File: src/ppu_defines.svh
/*
 * widths, game-window placement and memory depths
 * shared by the background layer
 */
`ifndef PPU_DEFINES_SVH
`define PPU_DEFINES_SVH

// vga raster coordinates
`define PPU_POS_BITS       10

// first game pixel on the 640x480 raster
`define PPU_GAME_X0        192
`define PPU_GAME_Y0        120

// game window size
`define PPU_WIN_W          256
`define PPU_WIN_H          240
`define PPU_SCROLL_BITS    9

`define PPU_RGB_BITS       12

// name/attribute words and pattern tiles
`define PPU_NAME_WORDS     512
`define PPU_NAME_WORD_BITS 32
`define PPU_TILE_COUNT     256
`define PPU_TILE_BITS      128

`endif

File: src/ppuGeomPkg.sv
/*
 * raster position, pixel tag, scroll pointer and
 * name-RAM address types
 */
`default_nettype none

`include "ppu_defines.svh"

package ppuGeomPkg;

    typedef logic [`PPU_POS_BITS-1:0] coordT;

    // vga coordinates, 20 bits
    typedef struct packed {
        coordT x;
        coordT y;
    } vgaPos;

    // position in flight through the renderer
    typedef struct packed {
        logic  valid;
        vgaPos pos;
    } pixelTag;

    // 0..239 upper screen, 256..495 lower screen
    typedef logic [`PPU_SCROLL_BITS-1:0] scrollT;

    typedef logic [`PPU_SCROLL_BITS-1:0] nameAddr;

    // cpu write of the pending scroll pointer
    typedef struct packed {
        logic   strobe;
        scrollT value;
    } scrollWrite;

endpackage

`default_nettype wire

File: src/ppuColorPkg.sv
/*
 * colour, palette and pattern-tile types plus the
 * cpu write structs and the rendered pixel
 */
`default_nettype none

`include "ppu_defines.svh"

package ppuColorPkg;

    typedef logic [`PPU_RGB_BITS-1:0]       rgbT;
    typedef logic [1:0]                     palChoice;
    typedef logic [`PPU_NAME_WORD_BITS-1:0] nameWordT;

    // one colour per 2-bit pixel code
    typedef struct packed {
        rgbT code3;
        rgbT code2;
        rgbT code1;
        rgbT code0;
    } paletteQuad;

    // low plane rows in 127..64, high plane rows in 63..0
    typedef logic [`PPU_TILE_BITS-1:0] tileT;

    typedef struct packed {
        logic                strobe;
        ppuGeomPkg::nameAddr addr;
        nameWordT            data;
    } nameWrite;

    typedef struct packed {
        logic       strobe;
        logic [7:0] idx;
        tileT       data;
    } tileWrite;

    typedef struct packed {
        logic       strobe;
        logic       bank;
        palChoice   pal;
        logic [1:0] code;
        rgbT        color;
    } paletteWrite;

    // rendered pixel, tagged with its raster position
    typedef struct packed {
        logic              valid;
        ppuGeomPkg::vgaPos pos;
        rgbT               rgb;
    } pixelOut;

endpackage

`default_nettype wire

File: src/bgPalette.sv
/*
 * background palette registers, 2 banks x 4 palettes x 4 colours,
 * giving the four colours of one palette in the selected bank
 */
`timescale 1ns/10ps
`default_nettype none

module bgPalette (
    input  wire logic                     clk,
    input  wire logic                     rstn,
    input  wire ppuColorPkg::paletteWrite palWr,
    input  wire logic                     bankHigh,
    input  wire ppuColorPkg::palChoice    choice,
    output ppuColorPkg::paletteQuad       colors
);
    import ppuColorPkg::*;

    // [bank][palette][code]
    rgbT palMem [2][4][4];

    always_ff @(posedge clk) begin
        if (!rstn) begin
            for (int b = 0; b < 2; b++) begin
                for (int p = 0; p < 4; p++) begin
                    for (int c = 0; c < 4; c++) begin
                        palMem[b][p][c] <= '0;
                    end
                end
            end
        end else if (palWr.strobe) begin
            palMem[palWr.bank][palWr.pal][palWr.code] <= palWr.color;
        end
    end

    // bank follows the cpu level directly
    assign colors = {
        palMem[bankHigh][choice][3],
        palMem[bankHigh][choice][2],
        palMem[bankHigh][choice][1],
        palMem[bankHigh][choice][0]
    };

endmodule

`default_nettype wire

File: config.mk
export PLATFORM = sky130hd
export DESIGN_NAME = bgPalette
export DESIGN_NICKNAME = d
export VERILOG_FILES = /design/src/ppuGeomPkg.sv /design/src/ppuColorPkg.sv /design/src/bgPalette.sv
export VERILOG_INCLUDE_DIRS = /design/src
export SDC_FILE = /design/constraint.sdc
export NUM_CORES = 1
export LEC_CHECK = 0
export BUFFER_PORTS_ARGS = -buffer_cell sky130_fd_sc_hd__buf_2
export CAP_MARGIN = 20
export CORE_MARGIN = 4
export CORE_UTILIZATION = 54
export CTS_CLUSTER_DIAMETER = 150
export DETAILED_ROUTE_END_ITERATION = 12
export PLACE_DENSITY_LB_ADDON = 0.2
export SYNTH_ARGS = -nofsm -noshare
export SYNTH_HDL_FRONTEND = slang
export SYNTH_SLANG_ARGS = --single-unit
File: constraint.sdc
create_clock -name clk -period 3.73 [get_ports clk]
set_input_delay 0.373 -clock clk [delete_from_list [all_inputs] [get_ports clk]]
set_output_delay 0.373 -clock clk [all_outputs]
set_load 0.02 [all_outputs]
==> results of run 1 <==
## layout make-up
type | count | area, µm²
clock buffers | 48 | 1050
well taps | 396 | 495
flip-flops and latches | 384 | 11500
clock inverters | 20 | 246
multi-input cells | 408 | 4670
repair buffers | 143 | 972
diodes | 1 | 2.50
fillers | 2206 | 11600
inverters | 24 | 90.1
## per-stage QoR
step           utilization (%)  area, µm²  total power [W]  std cells
4_1_cts                   62.1      19100           0.0102       1423
6_report                  62.1      19100           0.0101       1424
5_1_grt                   62.1      19100           0.0104       1423
3_5_place_dp              57.9      17800          0.00621       1355
3_3_place_gp              57.9      17800          0.00619       1355
2_1_floorplan                -      16800          0.00584        935
## worst max path at each step
stage                         from                          to  slack [ns]
after global routing      bankHigh                  colors[45]        1.07
after CTS                 bankHigh                  colors[45]        1.15
final                     bankHigh                  colors[45]        1.19
after global placement    bankHigh                  colors[45]        1.16
after detailed placement  bankHigh                  colors[45]        1.16
after floorplan               rstn  palMem[0][0]$_SDFFCE_PN0P_        1.19
## cell usage in the layout, fill, tap and decap left out, types with 3 or more instances in the layout
cell type | synthesis | routed
buf_12 | 5 | 5
buf_2 | 35 | 67
buf_4 | 2 | 70
bufinv_16 | 0 | 6
clkbuf_1 | 74 | 7
clkbuf_16 | 0 | 41
clkinv_1 | 0 | 8
clkinv_2 | 0 | 4
edfxtp_1 | 384 | 384
inv_1 | 24 | 24
mux2_2 | 8 | 8
mux2_4 | 40 | 40
mux4_1 | 24 | 24
mux4_2 | 72 | 72
nand2b_2 | 0 | 3
nand3_1 | 12 | 12
nor3_1 | 12 | 12
nor4_1 | 192 | 192
o21ai_1 | 0 | 16
o31ai_2 | 0 | 16
## logic make-up (layout without fill, tap and decap cells)
logic type / count (synthesis) / after routing
multiplexers: 144 / 144
flip-flops: 384 / 384
other: 0 / 1
AO/OA/AOI/OAI: 32 / 32
buffers and inverters: 143 / 235
AND/OR/NAND/NOR: 232 / 232
## worst max-delay path, stage by stage
cell,delay [ns]
buf_6,0.31
buf_12,0.37
mux4_1,0.59
mux2_2,0.31
buf_2,0.17
## routing by layer
metal / vias up / part of all wire [%]
li1: 4083 / -
met1: 4963 / 41
met2: 450 / 49
met3: 63 / 8.1
met4: 0 / 2.2
met5: - / 0
## power by group through the flow
stage	Clock (W)	Sequential, W	Combinational (W)
4_1_cts	0.00405	0.00510	0.00102
3_5_place_dp	0	0.00519	0.00102
3_3_place_gp	0	0.00518	0.00101
5_1_grt	0.00424	0.00512	0.00107
2_1_floorplan	0	0.00516	0.000684
6_report	0.00401	0.00510	0.00102
==> flow_metrics.env, run 1 <==
export IMPL_synth_distinct_cells=27
export IMPL_synth_area_leader_cell="edfxtp_1"
export IMPL_max_freq_mhz=393
export IMPL_ant_nets=0
export IMPL_synth_top_area_share_pct=68.7
export IMPL_tightest_slew_ns=1.07
export IMPL_grt_max_degree=62
export IMPL_layout_worst_path_cycle_share_pct=68.2
export IMPL_hp_start="palWr[3]"
export IMPL_sequentialPowerShare_pct=50.4
export IMPL_cts_tree="yes"
export IMPL_ctsHoldBuffers=0
export IMPL_ctsHtreeMaxLevel=2
export IMPL_final_layout_size_suffix_gt1_share_pct=33.0
export IMPL_ys_ff_latch=384
export IMPL_grt_use_met3_pct=5.27
export IMPL_io_buffers=70
export IMPL_grt_use_total_pct=25.3
export IMPL_syn2layout_area_growth_pct=13.5
export IMPL_fin_nets=1024
export IMPL_core_mm2=0.0307
export IMPL_cts_made_buffers=40
export IMPL_busiest_layer="met2"
export IMPL_layout_setup_ws_ns=1.19
export IMPL_synth_fa_ha_area_share_pct=0
export IMPL_power_internal_w=0.00785
export IMPL_relSlewSlack_pct=28.3
export IMPL_yosysMostFrequentCell="edfxtp_1"
export IMPL_top_regs="palMem: 384 flops"
export IMPL_syn_instance_count=935
export IMPL_path_class="in2out"
export IMPL_top_register="palMem"
export IMPL_die_w_um=184
export IMPL_vias_per_cell=6.71
export IMPL_finalSetupViolCount=0
export IMPL_crit_path_end_kind="output port"
export IMPL_synthXorXnorAreaFrac_pct=0
export IMPL_ys_dominant_reg_cell="edfxtp_1"
export IMPL_drv_slew=0
export IMPL_num_rows=64
export IMPL_ios=71
export IMPL_syn_num_nets=958
export IMPL_post_cts_buffers=0
export IMPL_drc=0
export IMPL_ys_seq_area_share_pct=68.7
export IMPL_finalCriticalPeriod_ns=2.54
export IMPL_clkSlewWorstSetupHoldPaths_ns=0.06
export IMPL_synth_top_family_by_area="multiplexers"
export IMPL_cp_arrival_ns=2.17
export IMPL_finalSetupTns_ns=0
export IMPL_cts_sinks=384
export IMPL_worstHoldEndpoint="palMem[1][183]$_SDFFCE_PN0P_"
export IMPL_maxCapViolCount=0
export IMPL_pwr_share_comb_pct=10.1
export IMPL_vias=9559
export IMPL_yosys_warnings=0
export IMPL_wl_per_cell_um=29.9
export IMPL_peakVddDrop_mv=0.335
export IMPL_status="finished clean"
export IMPL_drtIter0Drc=1199
export IMPL_grt_use_met1_pct=35.7
export IMPL_power_leakage_nw=6.30
export IMPL_power_switching_w=0.00228
export IMPL_min_delay_path_depth=3
export IMPL_dp_slack_ns=1.16
export IMPL_syn_mean_instance_area_um2=18.0
export IMPL_routed_wl_um=42600
export IMPL_overflow=0
export IMPL_gp_congestion=0.794
export IMPL_synth_edff_count=384
export IMPL_finalHoldViolCount=0
export IMPL_grt_antenna_before_repair=0
export IMPL_powerDensity_mw_per_mm2=532
export IMPL_die_height_um=184
export IMPL_grt_pass1_wl_um=63300
export IMPL_ctsResizeCount=0
export IMPL_async_flop_share_pct=0
export IMPL_hp_class="in2reg"
export IMPL_largest_reg_flops=384
export IMPL_die_area_mm2=0.0340
export IMPL_grt_pass1_vias=9740
export IMPL_start_kind="primary input"
export IMPL_start_util_pct=54.7
export IMPL_use_met2_pct=40.9
export IMPL_dr_pass1_iters=5
export IMPL_synth_area_leaders="edfxtp_1, mux4_2, nor4_1, mux4_1, mux2_4"
export IMPL_clkPwrFrac_pct=39.6
export IMPL_synth_area_mm2=0.0168
export IMPL_hold_slack_ns=0.202
export IMPL_synth_compound_area_share_pct=1.19
export IMPL_switching_share_pct=22.5
export IMPL_synth_cells_most_frequent="edfxtp_1, nor4_1, clkbuf_1"
export IMPL_cts_root_buf="clkbuf_16"
export IMPL_cp_max_fo=46
export IMPL_muxShareOfSynthArea_pct=17.5
export IMPL_cts_path_max_buffers=3
export IMPL_hpwl_um=24300
export IMPL_cp_required_ns=3.36
export IMPL_rsz0062_at_grt="no"
export IMPL_synthSimpleGateAreaFrac_pct=8.55
No activity file was read; power rests on OpenSTA's default activity.
==> run 2, diff against run 1 <==
- clock period: 3.73 -> 2.6 ns (I/O delays scaled with it)
==> run 2 against run 1 <==
Critical path depth stayed put. Global-route usage is 0.18 points higher. Utilization up 0.34 points. Sequential share of layout area decreased by 0.33 points. Power grew 40%. Critical path type unchanged. Critical endpoint is now colors[10]. Largest cell class unchanged. Largest power group unchanged. Highest routed layer unchanged.
==> flow_metrics.env, run 2 (same netlist as run 1, synthesis figures left out) <==
export IMPL_grt_use_total_pct=25.4
export IMPL_start_util_pct=54.7
export IMPL_rsz0062_at_grt="no"
export IMPL_cts_made_buffers=39
export IMPL_largest_reg_flops=384
export IMPL_overflow=0
export IMPL_cp_required_ns=2.34
export IMPL_routed_wl_um=42800
export IMPL_tightest_slew_ns=0.865
export IMPL_layout_worst_path_cycle_share_pct=83.3
export IMPL_finalSetupViolCount=0
export IMPL_gp_congestion=0.786
export IMPL_grt_antenna_before_repair=1
export IMPL_wl_per_cell_um=29.6
export IMPL_post_cts_buffers=0
export IMPL_vias=9730
export IMPL_power_leakage_nw=6.38
export IMPL_power_w=0.0141
export IMPL_grt_pass1_vias=9820
export IMPL_hpwl_um=25200
export IMPL_powerDensity_mw_per_mm2=738
export IMPL_dr_pass1_iters=5
export IMPL_dpl_instance_area_mm2=0.0180
export IMPL_finalHoldViolCount=0
export IMPL_syn2layout_area_growth_pct=14.1
export IMPL_cp_arrival_ns=1.91
export IMPL_finalSetupTns_ns=0
export IMPL_cts_path_max_buffers=3
export IMPL_crit_path_end="colors[10]"
export IMPL_grt_pass1_wl_um=63900
export IMPL_num_rows=64
export IMPL_ios=71
export IMPL_ant_nets=0
export IMPL_ctsHtreeMaxLevel=2
export IMPL_maxCapViolCount=0
export IMPL_cts_tree="yes"
export IMPL_core_mm2=0.0307
export IMPL_fin_nets=1044
export IMPL_clkSlewWorstSetupHoldPaths_ns=0.06
export IMPL_drv_slew=0
export IMPL_status="finished clean"
export IMPL_start_kind="primary input"
export IMPL_final_common_cell="edfxtp_1"
export IMPL_cts_root_buf="clkbuf_16"
export IMPL_design_area_mm2=0.0192
export IMPL_drtIter0Drc=1221
export IMPL_io_buffers=70
export IMPL_top_register="palMem"
export IMPL_grt_max_degree=58
export IMPL_drc=0
export IMPL_vias_per_cell=6.73
export IMPL_max_freq_mhz=462
export IMPL_final_cell_mix="edfxtp_1, nor4_1, buf_4"
export IMPL_path_class="in2out"
export IMPL_top_regs="palMem: 384 flops"
export IMPL_ctsResizeCount=0
export IMPL_peakVddDrop_mv=0.515
export IMPL_dp_slack_ns=0.418
export IMPL_die_height_um=184
export IMPL_fillers=2212
export IMPL_crit_path_end_kind="output port"
export IMPL_hp_class="in2reg"
export IMPL_finalCriticalPeriod_ns=2.17
export IMPL_layout_setup_ws_ns=0.434
export IMPL_relSlewSlack_pct=42.2
export IMPL_die_w_um=184
export IMPL_die_area_mm2=0.0340
export IMPL_final_layout_size_suffix_gt1_share_pct=34.4
export IMPL_ctsHoldBuffers=0
export IMPL_cts_sinks=384
export IMPL_cp_max_fo=24
export IMPL_startpoint="bankHigh"
run 2: changes by cell type in the layout (fill, tap and decap cells not counted):
cell        previous run  this run
clkinvlp_4             1         0
buf_4                 70        87
bufinv_16              6         2
buf_12                 5         9
clkinv_2               4         9
run 2: worst max-delay path, cell delays in order:
cell    delay (ns)
buf_6         0.27
buf_12        0.28
mux4_1        0.58
mux2_4        0.31
buf_2         0.17
run 2: worst min-delay path by stage:
stage	startpoint	endpoint	depth (start not counted)
after detailed placement	palWr[8]	palMem[1][188]$_SDFFCE_PN0P_	3
final	palWr[6]	palMem[1][186]$_SDFFCE_PN0P_	3
after global placement	palWr[6]	palMem[1][186]$_SDFFCE_PN0P_	3
after CTS	palWr[6]	palMem[1][186]$_SDFFCE_PN0P_	3
after global routing	palWr[9]	palMem[1][189]$_SDFFCE_PN0P_	3
after floorplan	palWr[0]	palMem[1][180]$_SDFFCE_PN0P_	2
run 2: through the flow:
stage | utilization [%] | instances | hold slack [ns]
after floorplan | - | 935 | 0.499
after global placement | 58.6 | 1376 | 0.613
after detailed placement | 58.6 | 1376 | 0.620
after CTS | 62.5 | 1444 | 0.0699
after global routing | 62.5 | 1445 | 0.0898
final | 62.5 | 1445 | 0.0858
run 2: layout make-up:
type / count / area [µm²] / share of cell area, %
inverters: 24 / 90.1 / 0.470
flip-flops and latches: 384 / 11500 / 60.2
well taps: 396 / 495 / 2.59
multi-input cells: 408 / 4670 / 24.4
repair buffers: 164 / 1180 / 6.16
clock buffers: 48 / 1050 / 5.49
clock inverters: 20 / 144 / 0.751
diodes: 1 / 2.50 / 0.0131
run 2: power breakdown:
group	total, W	switching [W]	internal, W	leakage [nW]
sequential	0.00731	0.0000993	0.00721	3.67
combinational	0.00150	0.000897	0.000605	2.12
clock	0.00532	0.00225	0.00307	0.594
total	0.0141	0.00325	0.0109	6.38
run 2: routing by layer:
metal / share of wire, % / track usage (%)
met2: 49 / 40.4
met1: 39 / 37.4
met4: 2.3 / 6.27
met3: 9.7 / 4.72
met5: 0 / 0
==> run 3, diff against run 2 <==
- ABC_AREA: not set -> 1
- clock period: 2.6 -> 1.9 ns (I/O delays scaled with it)
==> run 3 against run 2 <==
Final cell count up 80%. Highest routed layer unchanged. Count of clock-buffer cells in the layout unchanged. Clock power up 51%.
==> flow_metrics.env, run 3 <==
export IMPL_start_util_pct=55.2
export IMPL_async_flop_share_pct=0
export IMPL_yosys_warnings=0
export IMPL_die_w_um=191
export IMPL_vias_per_cell=5.23
export IMPL_cts_tree="yes"
export IMPL_syn_num_nets=2041
export IMPL_cp_max_fo=1
export IMPL_max_freq_mhz=551
export IMPL_fillers=2655
export IMPL_top_regs="palMem: 384 flops"
export IMPL_hp_class="in2reg"
export IMPL_drv_slew=0
export IMPL_die_area_mm2=0.0365
export IMPL_wl_per_cell_um=19.7
export IMPL_final_common_cell="nand2_1"
export IMPL_maxCapViolCount=0
export IMPL_ys_ff_latch=384
export IMPL_top_register="palMem"
export IMPL_finalHoldViolCount=0
export IMPL_final_layout_size_suffix_gt1_share_pct=12.4
export IMPL_finalSetupViolCount=0
export IMPL_yosysMostFrequentCell="nand2_1"
export IMPL_path_class="reg2out"
export IMPL_cts_path_max_buffers=3
export IMPL_routed_wl_um=51200
export IMPL_synth_area_leader_cell="edfxtp_1"
export IMPL_ys_seq_area_share_pct=63.7
export IMPL_tightest_slew_ns=0.570
export IMPL_power_leakage_nw=9.81
export IMPL_grt_antenna_before_repair=0
export IMPL_overflow=0
export IMPL_syn2layout_area_growth_pct=16.0
export IMPL_final_cell_mix="nand2_1, inv_1, edfxtp_1"
export IMPL_gp_congestion=0.881
export IMPL_cts_sinks=384
export IMPL_synth_area_leaders="edfxtp_1, nand2_1, inv_1, nand3_1, nor2_1"
export IMPL_rsz0062_at_grt="no"
export IMPL_dr_pass1_iters=6
export IMPL_cp_required_ns=1.71
export IMPL_grt_pass1_vias=13086
export IMPL_grt_max_degree=91
export IMPL_synth_area_mm2=0.0181
export IMPL_ys_dominant_reg_cell="edfxtp_1"
export IMPL_powerDensity_mw_per_mm2=965
export IMPL_vias=13614
export IMPL_cts_made_buffers=42
export IMPL_ios=71
export IMPL_drc=0
export IMPL_synth_edff_count=384
export IMPL_largest_reg_flops=384
export IMPL_dp_slack_ns=-0.0308
export IMPL_clkSlewWorstSetupHoldPaths_ns=0.06
export IMPL_status="finished clean"
export IMPL_dp_cells=2518
export IMPL_crit_path_end_kind="output port"
export IMPL_layout_setup_ws_ns=0.0847
export IMPL_syn_instance_count=2018
export IMPL_synth_distinct_cells=18
export IMPL_ant_nets=0
export IMPL_peakVddDrop_mv=0.696
export IMPL_grt_pass1_wl_um=77400
export IMPL_cts_root_buf="clkbuf_16"
export IMPL_relSlewSlack_pct=61.9
export IMPL_hpwl_um=31100
export IMPL_io_buffers=70
export IMPL_core_mm2=0.0328
export IMPL_layout_worst_path_cycle_share_pct=95.5
export IMPL_final_util_pct=64.1
export IMPL_synth_cells_most_frequent="nand2_1, inv_1, edfxtp_1"
export IMPL_final_cell_count_no_fill=2602
export IMPL_start_kind="register"
export IMPL_num_rows=66
export IMPL_syn_mean_instance_area_um2=8.97
export IMPL_drtIter0Drc=1574
export IMPL_die_height_um=191
export IMPL_synth_top_area_share_pct=63.7
export IMPL_insertedDiodeCount=0
export IMPL_fin_nets=2152
export IMPL_ctsHtreeMaxLevel=2
export IMPL_grt_use_total_pct=28.5
export IMPL_cp_arrival_ns=1.63
export IMPL_finalCriticalPeriod_ns=1.82
-- run 3: final timing paths --
kind / end / slack, ns / cells past startpoint / startpoint
max: colors[43] / 0.08 / 7 / palMem[1][151]$_DFFE_PP_
min: palMem[1][184]$_SDFFCE_PN0P_ / 0.009 / 3 / palWr[4]
-- run 3: metal layers --
| layer | up-vias | track usage (%) | share of wire, % |
|---|---|---|---|
| li1 | 6404 | - | - |
| met1 | 6385 | 39.9 | 40 |
| met2 | 706 | 44.7 | 46 |
| met3 | 119 | 4.99 | 10 |
| met4 | 0 | 11.3 | 3.9 |
| met5 | - | 0 | 0 |
-- run 3: per-stage QoR --
stage          power, W  setup TNS (ns)  hold WS (ns)  area, µm²
2_1_floorplan    0.0115               0         0.410      18100
3_5_place_dp     0.0124          -0.365         0.519      19600
3_3_place_gp     0.0124          -0.674         0.514      19600
4_1_cts          0.0203               0      0.000387      21000
6_report         0.0203               0       0.00928      21000
5_1_grt          0.0210               0        0.0234      21000
-- run 3: critical path: stages, from the launching register on --
cell and delay (ns):
edfxtp_1 0.37, inv_1 0.06, nand2_1 0.04, nand3_1 0.14
nand2_1 0.08, nand2_2 0.10, nand2_1 0.11, buf_2 0.18
-- run 3: power breakdown --
group | leakage (nW) | total [W] | switching [W] | internal [W]
Combinational | 5.51 | 0.00224 | 0.00159 | 0.000656
Sequential | 3.65 | 0.0100 | 0.000142 | 0.00990
Clock | 0.656 | 0.00801 | 0.00332 | 0.00468
-- run 3: cell type report --
class / instances / area [µm²] / share of cell area (%)
multi-input cells: 1104 / 4550 / 21.6
clock buffers: 48 / 1090 / 5.21
flip-flops and latches: 384 / 11500 / 54.9
inverters: 422 / 1590 / 7.56
repair buffers: 175 / 1450 / 6.88
well taps: 442 / 553 / 2.63
clock inverters: 27 / 254 / 1.21
-- run 3: kinds of logic (layout without fill, tap and decap cells) --
kind of cell	count (synthesis)	after routing	share of synthesized area [%]
simple gates	1092	1092	24.4
buf+inv	530	672	11.5
flops	384	384	63.7
compound gates	12	12	0.456
-- run 3: timing repair --
action,in CTS,in global routing
endpoints found under the hold margin,9,0
buffers inserted,0,0
resized for setup,0,2
setup endpoints to repair,0,2
hold buffers,9,0
