--- config.mk ---
export PLATFORM = sky130hd
export DESIGN_NAME = bgTileFetch
export DESIGN_NICKNAME = d
export VERILOG_FILES = /design/src/ppuGeomPkg.sv /design/src/ppuColorPkg.sv /design/src/bgTileFetch.sv
export VERILOG_INCLUDE_DIRS = /design/src
export SDC_FILE = /design/constraint.sdc
export NUM_CORES = 1
export LEC_CHECK = 0
export BUFFER_PORTS_ARGS = -buffer_cell sky130_fd_sc_hd__clkbuf_2
export CAP_MARGIN = 20
export CORE_AREA = 2 2 130 132
export DETAILED_ROUTE_END_ITERATION = 6
export DIE_AREA = 0 0 132 134
export PLACE_DENSITY = 0.6
export SYNTH_ARGS = -nofsm -noshare
export SYNTH_HDL_FRONTEND = slang
export SYNTH_SLANG_ARGS = --single-unit
export TNS_END_PERCENT = 30
--- constraint.sdc ---
create_clock -name clk -period 5 [get_ports clk]
set_input_delay 0.25 -clock clk [delete_from_list [all_inputs] [get_ports clk]]
set_output_delay 0.25 -clock clk [all_outputs]
set_load 0.01 [all_outputs]
--- src/ppu_defines.svh ---
/*
 * widths, game-window placement and memory depths
 * shared by the background layer
 */
`ifndef PPU_DEFINES_SVH
`define PPU_DEFINES_SVH

// vga raster coordinates
`define PPU_POS_BITS       10

// first game pixel on the 640x480 raster
`define PPU_GAME_X0        192
`define PPU_GAME_Y0        120

// game window size
`define PPU_WIN_W          256
`define PPU_WIN_H          240
`define PPU_SCROLL_BITS    9

`define PPU_RGB_BITS       12

// name/attribute words and pattern tiles
`define PPU_NAME_WORDS     512
`define PPU_NAME_WORD_BITS 32
`define PPU_TILE_COUNT     256
`define PPU_TILE_BITS      128

`endif

--- src/ppuGeomPkg.sv ---
/*
 * raster position, pixel tag, scroll pointer and
 * name-RAM address types
 */
`default_nettype none

`include "ppu_defines.svh"

package ppuGeomPkg;

    typedef logic [`PPU_POS_BITS-1:0] coordT;

    // vga coordinates, 20 bits
    typedef struct packed {
        coordT x;
        coordT y;
    } vgaPos;

    // position in flight through the renderer
    typedef struct packed {
        logic  valid;
        vgaPos pos;
    } pixelTag;

    // 0..239 upper screen, 256..495 lower screen
    typedef logic [`PPU_SCROLL_BITS-1:0] scrollT;

    typedef logic [`PPU_SCROLL_BITS-1:0] nameAddr;

    // cpu write of the pending scroll pointer
    typedef struct packed {
        logic   strobe;
        scrollT value;
    } scrollWrite;

endpackage

`default_nettype wire

--- src/ppuColorPkg.sv ---
/*
 * colour, palette and pattern-tile types plus the
 * cpu write structs and the rendered pixel
 */
`default_nettype none

`include "ppu_defines.svh"

package ppuColorPkg;

    typedef logic [`PPU_RGB_BITS-1:0]       rgbT;
    typedef logic [1:0]                     palChoice;
    typedef logic [`PPU_NAME_WORD_BITS-1:0] nameWordT;

    // one colour per 2-bit pixel code
    typedef struct packed {
        rgbT code3;
        rgbT code2;
        rgbT code1;
        rgbT code0;
    } paletteQuad;

    // low plane rows in 127..64, high plane rows in 63..0
    typedef logic [`PPU_TILE_BITS-1:0] tileT;

    typedef struct packed {
        logic                strobe;
        ppuGeomPkg::nameAddr addr;
        nameWordT            data;
    } nameWrite;

    typedef struct packed {
        logic       strobe;
        logic [7:0] idx;
        tileT       data;
    } tileWrite;

    typedef struct packed {
        logic       strobe;
        logic       bank;
        palChoice   pal;
        logic [1:0] code;
        rgbT        color;
    } paletteWrite;

    // rendered pixel, tagged with its raster position
    typedef struct packed {
        logic              valid;
        ppuGeomPkg::vgaPos pos;
        rgbT               rgb;
    } pixelOut;

endpackage

`default_nettype wire

--- src/bgTileFetch.sv ---
/*
 * three-stage background renderer: pixel position to name and
 * attribute lookup, tile byte and palette field, then colour
 */
`timescale 1ns/10ps
`default_nettype none

`include "ppu_defines.svh"

module bgTileFetch (
    input  wire logic                    clk,
    input  wire logic                    rstn,
    input  wire ppuGeomPkg::pixelTag     pos,
    input  wire ppuGeomPkg::scrollT      scroll,
    output ppuGeomPkg::nameAddr          nameRdAddr,
    output ppuGeomPkg::nameAddr          attrRdAddr,
    input  wire ppuColorPkg::nameWordT   nameWord,
    input  wire ppuColorPkg::nameWordT   attrWord,
    output logic [7:0]                   tileIdx,
    input  wire ppuColorPkg::tileT       tileData,
    output ppuColorPkg::palChoice        palSel,
    input  wire ppuColorPkg::paletteQuad colors,
    output ppuColorPkg::pixelOut         pixOut
);
    import ppuGeomPkg::*;
    import ppuColorPkg::*;

    // input side address math
    coordT      gameX;
    coordT      gameY;
    scrollT     gy;
    logic       inScreen;
    logic [5:0] rowAdj;

    // stage 1
    pixelTag    s1Tag;
    nameAddr    s1Name;
    logic [7:0] s1X;
    logic [2:0] s1FineY;
    logic [7:0] tileByte;
    logic [7:0] attrByte;
    palChoice   attrField;

    // stage 2
    pixelTag    s2Tag;
    logic [7:0] s2Tile;
    logic [5:0] s2Bit;
    palChoice   s2Pal;
    logic [6:0] lowIdx;
    logic [6:0] highIdx;
    logic [1:0] code;
    rgbT        color;

    assign gameX = pos.pos.x - coordT'(`PPU_GAME_X0);
    assign gameY = pos.pos.y - coordT'(`PPU_GAME_Y0);
    assign gy    = gameY[8:0] + scroll;

    // gy still on the same screen as the scroll pointer
    assign inScreen = (gy[8] == scroll[8]) && (gy[7:0] < 8'(`PPU_WIN_H));
    // otherwise step over the two unused rows between screens
    assign rowAdj   = inScreen ? gy[8:3] : gy[8:3] + 6'd2;

    always_ff @(posedge clk) begin
        s1Tag   <= pos;
        s1Name  <= {rowAdj, gameX[7:5]};
        s1X     <= gameX[7:0];
        s1FineY <= gy[2:0];
        if (!rstn) begin
            s1Tag.valid <= 1'b0;
        end
    end

    assign nameRdAddr = s1Name;
    // attribute words sit at the top of each screen's name space
    assign attrRdAddr = {s1Name[8] ? 5'b11111 : 5'b01111, s1Name[7:5], s1X[7]};

    // byte 0 is the most significant
    always_comb begin
        case (s1X[4:3])
            2'b00:   tileByte = nameWord[31:24];
            2'b01:   tileByte = nameWord[23:16];
            2'b10:   tileByte = nameWord[15:8];
            default: tileByte = nameWord[7:0];
        endcase
    end

    always_comb begin
        case (s1X[6:5])
            2'b00:   attrByte = attrWord[31:24];
            2'b01:   attrByte = attrWord[23:16];
            2'b10:   attrByte = attrWord[15:8];
            default: attrByte = attrWord[7:0];
        endcase
    end

    // 16-pixel quadrant within the attribute byte
    always_comb begin
        case ({s1Name[4], s1X[4]})
            2'b00:   attrField = attrByte[1:0];
            2'b01:   attrField = attrByte[3:2];
            2'b10:   attrField = attrByte[5:4];
            default: attrField = attrByte[7:6];
        endcase
    end

    always_ff @(posedge clk) begin
        s2Tag  <= s1Tag;
        s2Tile <= tileByte;
        s2Bit  <= {s1FineY, s1X[2:0]};
        s2Pal  <= attrField;
        if (!rstn) begin
            s2Tag.valid <= 1'b0;
        end
    end

    assign tileIdx = s2Tile;
    assign palSel  = s2Pal;

    // row-major from the top of each plane
    assign lowIdx  = 7'd127 - {1'b0, s2Bit};
    assign highIdx = 7'd63 - {1'b0, s2Bit};
    assign code    = {tileData[lowIdx], tileData[highIdx]};

    always_comb begin
        case (code)
            2'b00:   color = colors.code0;
            2'b01:   color = colors.code1;
            2'b10:   color = colors.code2;
            default: color = colors.code3;
        endcase
    end

    // tag travels with the colour so layers can be merged later
    always_ff @(posedge clk) begin
        pixOut.valid <= s2Tag.valid;
        pixOut.pos   <= s2Tag.pos;
        pixOut.rgb   <= color;
        if (!rstn) begin
            pixOut.valid <= 1'b0;
        end
    end

endmodule

`default_nettype wire

==> results of run 1 <==
-- cell families (layout without fill, tap and decap cells) --
| group | Yosys count | in the layout | synth area share (%) |
|---|---|---|---|
| mux | 100 | 100 | 33.5 |
| flops | 99 | 99 | 42.7 |
| simple gates | 47 | 47 | 5.80 |
| buf+inv | 47 | 373 | 5.74 |
| compound gates | 40 | 40 | 6.01 |
| fa+ha+maj | 16 | 16 | 4.47 |
| xor+xnor | 9 | 9 | 1.70 |
| other cells | 1 | 4 | 0.0808 |
-- layer usage --
layer	vias up	part of all wire [%]
li1	1988	-
met1	1866	40
met2	159	51
met3	20	6.3
met4	0	2.2
met5	-	0
-- layout make-up --
type,instances,area (um^2)
Clock buffer,9,225
Tap cell,220,275
Fill cell,1624,9490
Timing Repair Buffer,341,1770
Clock inverter,7,81.3
Inverter,16,60.1
Multi-Input combinational cell,216,2400
Sequential cell,99,1980
-- worst max-delay path: cells and delay by family (launching register included) --
family / cells / cell delay (ps)
mux: 3 / 1100
buf+inv: 1 / 370
simple gates: 1 / 670
flops: 1 / 770
compound gates: 1 / 380
-- layout by cell type (no fill, tap or decap), types with 4 or more instances in the layout --
cell / instances
mux2_2: 5
nor3_1: 9
nand2_1: 7
o211ai_1: 4
a211oi_1: 5
a21oi_1: 5
mux2i_1: 53
nor2b_1: 4
nor2_1: 5
mux4_2: 36
ha_1: 15
o21ai_0: 12
xnor2_1: 6
mux4_1: 6
clkbuf_2: 328
dfxtp_1: 98
dlygate4sd3_1: 11
inv_1: 16
nand3_1: 5
clkbuf_16: 9
conb_1: 4
-- registers in the layout (all words and copies together) (netlist names) --
register and flops:
pixOut 33, s2Tag 18, s1Tag 15, tileIdx 8
nameRdAddr 7, s1X 7, s2Bit 6, s1FineY 3
palSel 2
-- timing repair --
item,CTS,global route
setup buffers,0,0
hold endpoints to repair,10,1
hold buffers,10,1
-- power by group through the flow --
stage | sequential, mW | clock, mW | combinational, mW
detailed placement | 0.997 | 0 | 0.637
finish | 0.979 | 0.721 | 0.637
global placement | 0.998 | 0 | 0.633
global route | 0.992 | 0.790 | 0.697
CTS | 0.981 | 0.756 | 0.646
floorplan | 0.997 | 0 | 0.392
-- worst max path at each step --
stage	from	to	slack [ps]
global placement	s2Bit[1]	pixOut[2]	1650
detailed placement	s2Bit[1]	pixOut[1]	1530
global route	s2Bit[1]	pixOut[1]	1320
CTS	s2Bit[1]	pixOut[1]	1500
finish	s2Bit[1]	pixOut[1]	1620
floorplan	s2Bit[1]	pixOut[10]	2460
==> results.sh, run 1 <==
export IMPL_status="complete, no violations"
export IMPL_ctsResizeCount=0
export IMPL_finalHoldWorstSlack_ps=18.0
export IMPL_routed_via_density=4.44
export IMPL_rows=47
export IMPL_drt_iter0_drc=120
export IMPL_min_to="s1Tag[0]"
export IMPL_placed_area_mm2=0.00638
export IMPL_holdPathStages=1
export IMPL_p_int_mw=1.64
export IMPL_net_switching_power_mw=0.694
export IMPL_clk_latency_ps=350
export IMPL_syn_area_mm2=0.00464
export IMPL_cts_root_buf="clkbuf_16"
export IMPL_portBuffers=328
export IMPL_globalplace_congestion=0.799
export IMPL_htreeDepth=3
export IMPL_cts_tree="built"
export IMPL_grt_use_total_pct=15.5
export IMPL_slew_viol_final=0
export IMPL_min_delay_start="pos[0]"
export IMPL_layout_cells_non_filler=908
export IMPL_pwr_share_clk_pct=30.9
export IMPL_synth_cell_types=45
export IMPL_maxCapViolCount=0
export IMPL_r2r_setup_slack_ps=1620
export IMPL_antenna_found_initial=0
export IMPL_cts_path_max_buffers=2
export IMPL_synthTopCellsByArea="dfxtp_1, mux4_2, mux2i_1"
export IMPL_fin_ws_ps=1620
export IMPL_yosysWarningCount=0
export IMPL_worstPathCellList="buf_4 > mux4_1 > mux2_2 > a2111oi_0 > or4_1 > mux2i_1"
export IMPL_critical_path_required_ps=5270
export IMPL_max_freq_ghz=0.296
export IMPL_yosysMostFrequentCell="dfxtp_1"
export IMPL_die_height_um=134
export IMPL_core_mm2=0.0163
export IMPL_grt_util_met3_pct=4.12
export IMPL_crit_slowest_cell="dfxtp_1"
export IMPL_gr_usage_met1_pct=18.3
export IMPL_synth_enable_flop_cells=0
export IMPL_cellLeakagePower_nw=3.44
export IMPL_power_density_mw_per_mm2=344
export IMPL_r2r_start="s2Bit[1]"
export IMPL_ant_nets=0
export IMPL_routedWlPerCell_um=15.2
export IMPL_numCtsBuffers=9
export IMPL_busiest_layer="met2"
export IMPL_num_vias=4033
export IMPL_grt_overflow=0
export IMPL_setup_viol=0
export IMPL_drt_total_wl_um=13800
export IMPL_place_inst=881
export IMPL_post_route_period_util_pct=67.7
export IMPL_nets=971
export IMPL_rr_worst_depth=6
export IMPL_relSlewSlack_pct=40.1
export IMPL_worst_ep_arrival_time_ps=3660
export IMPL_route_detailed_drc=0
export IMPL_synthArstFlopShare_pct=0
export IMPL_grt_pass1_vias=4119
export IMPL_met2_usage_pct=26.7
export IMPL_dr_pass1_iters=4
export IMPL_synth_seq_cells=99
export IMPL_grt_pass1_wl_um=21200
export IMPL_finish_utilization_pct=41.7
export IMPL_total_power_mw=2.34
export IMPL_num_io_pins=333
export IMPL_worstSetupStartpointType="flop"
export IMPL_fin_skew_ps=13.2
export IMPL_sw_frac_of_total_pct=29.7
export IMPL_max_stage_delay_ps=770
export IMPL_finalCriticalPeriod_ps=3380
export IMPL_yosys_top_cells_count="dfxtp_1, mux2i_1, mux4_2, inv_1, ha_1"
export IMPL_setup_tns_ps=0
export IMPL_p_seq_share_pct=41.9
export IMPL_p_comb_share_pct=27.3
export IMPL_hold_viol=0
export IMPL_grt_max_degree=30
export IMPL_synth_top_area_share_pct=42.7
export IMPL_dp_slack_ps=1530
export IMPL_rsz0062_at_grt="false"
export IMPL_cp_max_fo=17
export IMPL_end_kind="flop"
export IMPL_synth_top_cell_by_area="dfxtp_1"
export IMPL_stdcell_area_mm2=0.00680
export IMPL_synthCells=359
export IMPL_die_x_um=132
export IMPL_start_util_pct=28.5
export IMPL_timing_rr_end="pixOut[1]"
export IMPL_area_delta_synth_final_pct=46.4
export IMPL_ys_seq_area_share_pct=42.7
export IMPL_die_area_mm2=0.0177
export IMPL_worst_hold_path_type="in2reg"
export IMPL_clk_pin_slew_ps=70
export IMPL_ys_flop_type="dfxtp_1"
export IMPL_path_class="reg2reg"
export IMPL_antenna_cells=0
export IMPL_drive_gt1_share_pct=56.8
export IMPL_clock_sinks=99
export IMPL_hpwl_um=11600
export IMPL_syn_area_per_cell_um2=12.9
export IMPL_worst_pin_slew_ps=897
export IMPL_ir_worst_vdd_uv=201
Note: power is estimated with default switching activity, not from simulation.
==> run 2: changes to the inputs <==
CORE_AREA = 2 2 131 133   (was 2 2 130 132)
DIE_AREA = 0 0 133 135   (was 0 0 132 134)
PLACE_DENSITY = 0.59   (was 0.6)
clock period = 3.3 ns   (was 5 ns; I/O delays follow)
==> run 2 against run 1 <==
Total power increased by 56%. Critical path depth increased by 1. Global-route usage about the same. Sequential power increased by 49%. First-iteration DRC count decreased by 10%. Worst setup slack got worse by 1400 ps. Final cell count increased by 2.0%. Routed wire length increased by 3.2%. Sequential share of layout area decreased by 0.76 points. Register-to-register slack got worse by 1400 ps. Die area increased by 1.5%.
==> results.sh, run 2 (synthesis gave the netlist of run 1 again) <==
export IMPL_pwr_share_clk_pct=31.9
export IMPL_grt_pass1_wl_um=21600
export IMPL_setup_viol=0
export IMPL_hpwl_um=12000
export IMPL_worst_pin_slew_ps=735
export IMPL_finalCriticalPeriod_ps=3060
export IMPL_rows=47
export IMPL_drt_iter0_drc=108
export IMPL_portBuffers=328
export IMPL_path_class="reg2reg"
export IMPL_num_vias=4159
export IMPL_cellLeakagePower_nw=3.53
export IMPL_cp_max_fo=17
export IMPL_finish_utilization_pct=42.5
export IMPL_grt_pass1_vias=4345
export IMPL_maxCapViolCount=0
export IMPL_r2r_setup_slack_ps=240
export IMPL_min_delay_start="pos[20]"
export IMPL_holdPathStages=2
export IMPL_r2r_start="s2Bit[1]"
export IMPL_power_density_mw_per_mm2=522
export IMPL_routed_via_density=4.49
export IMPL_ir_worst_vdd_uv=343
export IMPL_clk_latency_ps=340
export IMPL_drt_total_wl_um=14300
export IMPL_worst_hold_path_type="in2reg"
export IMPL_antenna_found_initial=1
export IMPL_ant_nets=0
export IMPL_die_height_um=135
export IMPL_post_route_period_util_pct=92.7
export IMPL_min_to="s1Tag[20]"
export IMPL_setup_tns_ps=0
export IMPL_num_io_pins=333
export IMPL_cts_root_buf="clkbuf_16"
export IMPL_worstSetupStartpointType="flop"
export IMPL_grt_max_degree=19
export IMPL_largest_reg_flops=33
export IMPL_route_detailed_drc=0
export IMPL_net_switching_power_mw=1.02
export IMPL_worstPathCellList="mux4_1 > mux4_2 > a2111oi_4 > nor3_4 > buf_4 > mux2i_1 > mux2i_1"
export IMPL_end_kind="flop"
export IMPL_worst_ep_arrival_time_ps=3280
export IMPL_area_delta_synth_final_pct=50.3
export IMPL_routedWlPerCell_um=15.4
export IMPL_regMostFlops="pixOut"
export IMPL_sw_frac_of_total_pct=28.1
export IMPL_postCtsSetupBuffers=0
export IMPL_p_seq_share_pct=40.2
export IMPL_fin_skew_ps=12.9
export IMPL_core_mm2=0.0164
export IMPL_globalplace_congestion=0.860
export IMPL_nets=988
export IMPL_ctsResizeCount=0
export IMPL_final_common_cell="clkbuf_2"
export IMPL_hold_viol=0
export IMPL_crit_path_frequent_cell="mux2i_1"
export IMPL_p_int_mw=2.62
export IMPL_p_comb_share_pct=27.9
export IMPL_relSlewSlack_pct=51.0
export IMPL_max_stage_delay_ps=640
export IMPL_clk_pin_slew_ps=70
export IMPL_slew_viol_final=0
export IMPL_htreeDepth=3
export IMPL_grt_use_total_pct=15.5
export IMPL_crit_slowest_cell="dfxtp_1"
export IMPL_status="complete, no violations"
export IMPL_max_freq_ghz=0.327
export IMPL_rr_worst_depth=7
export IMPL_cts_tree="built"
export IMPL_rsz0062_at_grt="false"
export IMPL_numCtsBuffers=9
export IMPL_die_x_um=133
export IMPL_die_area_mm2=0.0180
export IMPL_clock_sinks=99
export IMPL_top_regs="pixOut x33, s2Tag x18, s1Tag x15"
export IMPL_start_util_pct=28.3
export IMPL_dr_pass1_iters=4
export IMPL_critical_path_required_ps=3520
export IMPL_drive_gt1_share_pct=56.6
export IMPL_finalHoldWorstSlack_ps=28.7
export IMPL_holdBufCountCts=20
export IMPL_timing_rr_end="pixOut[11]"
export IMPL_grt_overflow=0
export IMPL_cts_path_max_buffers=2
export IMPL_final_cell_mix="clkbuf_2, dfxtp_1, mux2i_1"
run 2: critical path: cells and delay by family (launching register included):
kind / cells / cell delay, ps
buf+inv: 1 / 260
simple gates: 1 / 160
mux: 4 / 1430
compound gates: 1 / 450
flops: 1 / 640
run 2: routing by layer:
metal	track usage [%]	part of all wire (%)	vias up
li1	-	-	2021
met1	17.5	39	1922
met2	27.1	51	185
met3	4.95	7.5	31
met4	6.69	2.5	0
met5	0	0	-
run 2: area by class of cell:
class                      instances  area (um^2)
antenna                            1         2.50
sequential                        99         1980
inverter                          16         60.1
clock buffer                      11          253
timing repair buffer             358         1920
multi-input combinational        216         2400
tap                              220          275
clock inverter                     5         82.6
fill                            1570         9430
run 2: power groups by stage:
stage                     registers (mW)  clock network [mW]  logic [mW]
final                               1.46                1.16        1.01
after global routing                1.48                1.27        1.10
after CTS                           1.47                1.21        1.03
after detailed placement            1.49                   0        1.01
after global placement              1.49                   0       0.998
after floorplan                     1.51                   0       0.594
run 2: worst max-delay path by stage:
stage | start | end | slack [ps]
floorplan | s2Bit[1] | pixOut[10] | 760
global placement | s2Bit[1] | pixOut[6] | 320
detailed placement | s2Bit[1] | pixOut[11] | 230
CTS | s2Bit[1] | pixOut[11] | 210
global route | s2Bit[0] | pixOut[11] | 80
finish | s2Bit[1] | pixOut[11] | 240
run 2: metrics by stage:
stage	instance area [um^2]	total power, mW	std cells	setup slack (ps)
after global routing	6980	3.85	926	81.5
after CTS	6980	3.70	925	213
after detailed placement	6440	2.50	889	234
after floorplan	4650	2.10	362	759
after global placement	6440	2.49	889	322
final	6980	3.64	926	243
==> run 3: changes to the inputs <==
BUFFER_PORTS_ARGS = -buffer_cell sky130_fd_sc_hd__buf_2   (was -buffer_cell sky130_fd_sc_hd__clkbuf_2)
REMOVE_ABC_BUFFERS = 1   (was default)
==> run 3 against run 2 <==
Count of clock-buffer cells in the layout is the same. Die area is the same. Hold slack gained 3.9 ps. Total power shrank 2.5%. Routed wire length shrank 2.6%. Clock skew shrank 1.5 ps. Sequential power is essentially flat. Cell area shrank 0.45%.
==> results.sh, run 3 (synthesis gave the netlist of run 1 again) <==
export IMPL_drive_gt1_share_pct=56.4
export IMPL_relSlewSlack_pct=51.2
export IMPL_placed_area_mm2=0.00643
export IMPL_worst_pin_slew_ps=730
export IMPL_clock_sinks=99
export IMPL_htreeDepth=3
export IMPL_clk_pin_slew_ps=70
export IMPL_worstSetupStartpointType="primary input"
export IMPL_crit_slowest_cell="dlygate4sd3_1"
export IMPL_nets=987
export IMPL_grt_overflow=0
export IMPL_route_detailed_drc=0
export IMPL_final_common_cell="buf_2"
export IMPL_slew_viol_final=0
export IMPL_cts_path_max_buffers=2
export IMPL_max_freq_ghz=0.350
export IMPL_ant_nets=0
export IMPL_num_vias=4111
export IMPL_rr_worst_depth=7
export IMPL_r2r_start="s2Bit[1]"
export IMPL_core_mm2=0.0164
export IMPL_setup_viol=0
export IMPL_cellLeakagePower_nw=3.44
export IMPL_numCtsBuffers=9
export IMPL_finish_utilization_pct=42.3
export IMPL_place_inst=888
export IMPL_routed_via_density=4.45
export IMPL_maxCapViolCount=0
export IMPL_stdcell_area_mm2=0.00695
export IMPL_clk_latency_ps=340
export IMPL_area_delta_synth_final_pct=49.6
export IMPL_worstPathCellList="dlygate4sd3_1 > buf_2 > ha_1 > ha_1 > inv_1 > fa_1 > nor2b_1 > o21a_1 > o21a_1 > o311ai_1 > nand3_1 > xnor2_1 > xnor2_1"
export IMPL_grt_pass1_wl_um=20900
export IMPL_rsz0062_at_grt="false"
export IMPL_critPathLaunch="pos[1]"
export IMPL_grt_use_total_pct=15.0
export IMPL_worst_hold_path_type="in2reg"
export IMPL_regMostFlops="pixOut"
export IMPL_hold_viol=0
export IMPL_ir_worst_vdd_uv=241
export IMPL_cts_tree="built"
export IMPL_top_regs="pixOut x33, s2Tag x18, s1Tag x15"
export IMPL_portBuffers=328
export IMPL_cp_top_family="compound AO/OA/AOI/OAI gates"
export IMPL_post_route_period_util_pct=86.6
export IMPL_antenna_cells=0
export IMPL_dp_slack_ps=420
export IMPL_status="complete, no violations"
export IMPL_finalCriticalPeriod_ps=2860
export IMPL_die_area_mm2=0.0180
export IMPL_dr_pass1_iters=4
export IMPL_end_kind="flop"
export IMPL_final_cell_mix="buf_2, dfxtp_1, mux2i_1"
export IMPL_max_stage_delay_ps=530
export IMPL_grt_pass1_vias=4205
export IMPL_drt_total_wl_um=13900
export IMPL_rows=47
export IMPL_layout_cells_non_filler=924
export IMPL_fin_skew_ps=11.5
export IMPL_critical_path_required_ps=3510
export IMPL_drt_iter0_drc=137
export IMPL_grt_max_degree=25
export IMPL_die_height_um=135
export IMPL_timing_rr_end="pixOut[9]"
export IMPL_cp_num_buf_inv=3
export IMPL_fin_ws_ps=441
export IMPL_globalplace_congestion=0.820
export IMPL_power_density_mw_per_mm2=511
export IMPL_cp_depth=13
export IMPL_routedWlPerCell_um=15.0
export IMPL_antenna_found_initial=0
export IMPL_path_class="in2reg"
export IMPL_cts_root_buf="clkbuf_16"
export IMPL_hpwl_um=11500
export IMPL_die_x_um=133
export IMPL_r2r_setup_slack_ps=470
export IMPL_cp_max_fo=4
export IMPL_postCtsSetupBuffers=0
export IMPL_largest_reg_flops=33
export IMPL_n_fill_cell=1586
export IMPL_crit_end="nameRdAddr[8]"
export IMPL_multi_input_area_mm2=0.00240
export IMPL_seq_area_mm2=0.00198
export IMPL_worst_ep_arrival_time_ps=3070
export IMPL_start_util_pct=28.3
export IMPL_num_io_pins=333
## run 3: routing by layer
layer  part of all wire (%)  up-vias  GRT usage, %  routed length, um
met5                      0        -             0                  0
met4                    1.3        0          4.96                183
met3                    7.5       11          3.42               1040
met2                     52      180          27.8               7260
met1                     39     1903          17.2               5410
li1                       -     2017             -                  -
## run 3: repair_timing
| item | 4_1_cts | 5_1_grt |
|---|---|---|
| hold buffers | 20 | 0 |
| endpoints found under the hold margin | 21 | 0 |
| resized for setup | 0 | 1 |
| endpoints found under the setup margin | 0 | 3 |
## run 3: through the flow
step	TNS (ps)	hold slack, ps	power [mW]
2_1_floorplan	-1720	193	2.04
3_3_place_gp	0	268	2.47
3_5_place_dp	0	269	2.47
4_1_cts	0	11.5	3.60
5_1_grt	0	22.4	3.75
6_report	0	32.6	3.55
## run 3: worst min-delay path by stage
stage,end,cells past startpoint,from
floorplan,s1Tag[0],0,pos[0]
global placement,s1Tag[18],1,pos[18]
detailed placement,s1Tag[19],1,pos[19]
CTS,s1Tag[20],2,pos[20]
global route,s1Tag[20],2,pos[20]
finish,s1Tag[20],2,pos[20]
## run 3: power by group
group	total (mW)	switching (mW)	internal [mW]
logic	1.00	0.454	0.547
registers	1.46	0.100	1.36
clock network	1.09	0.467	0.620
total	3.55	1.02	2.53
## run 3: area by class of cell
class                      count  share of cell area, %
inverter                      16                  0.865
clock buffer                  11                   3.49
multi-input combinational    216                   34.6
clock inverter                 5                   1.03
sequential                    99                   28.5
tap                          220                   3.96
timing repair buffer         357                   27.5
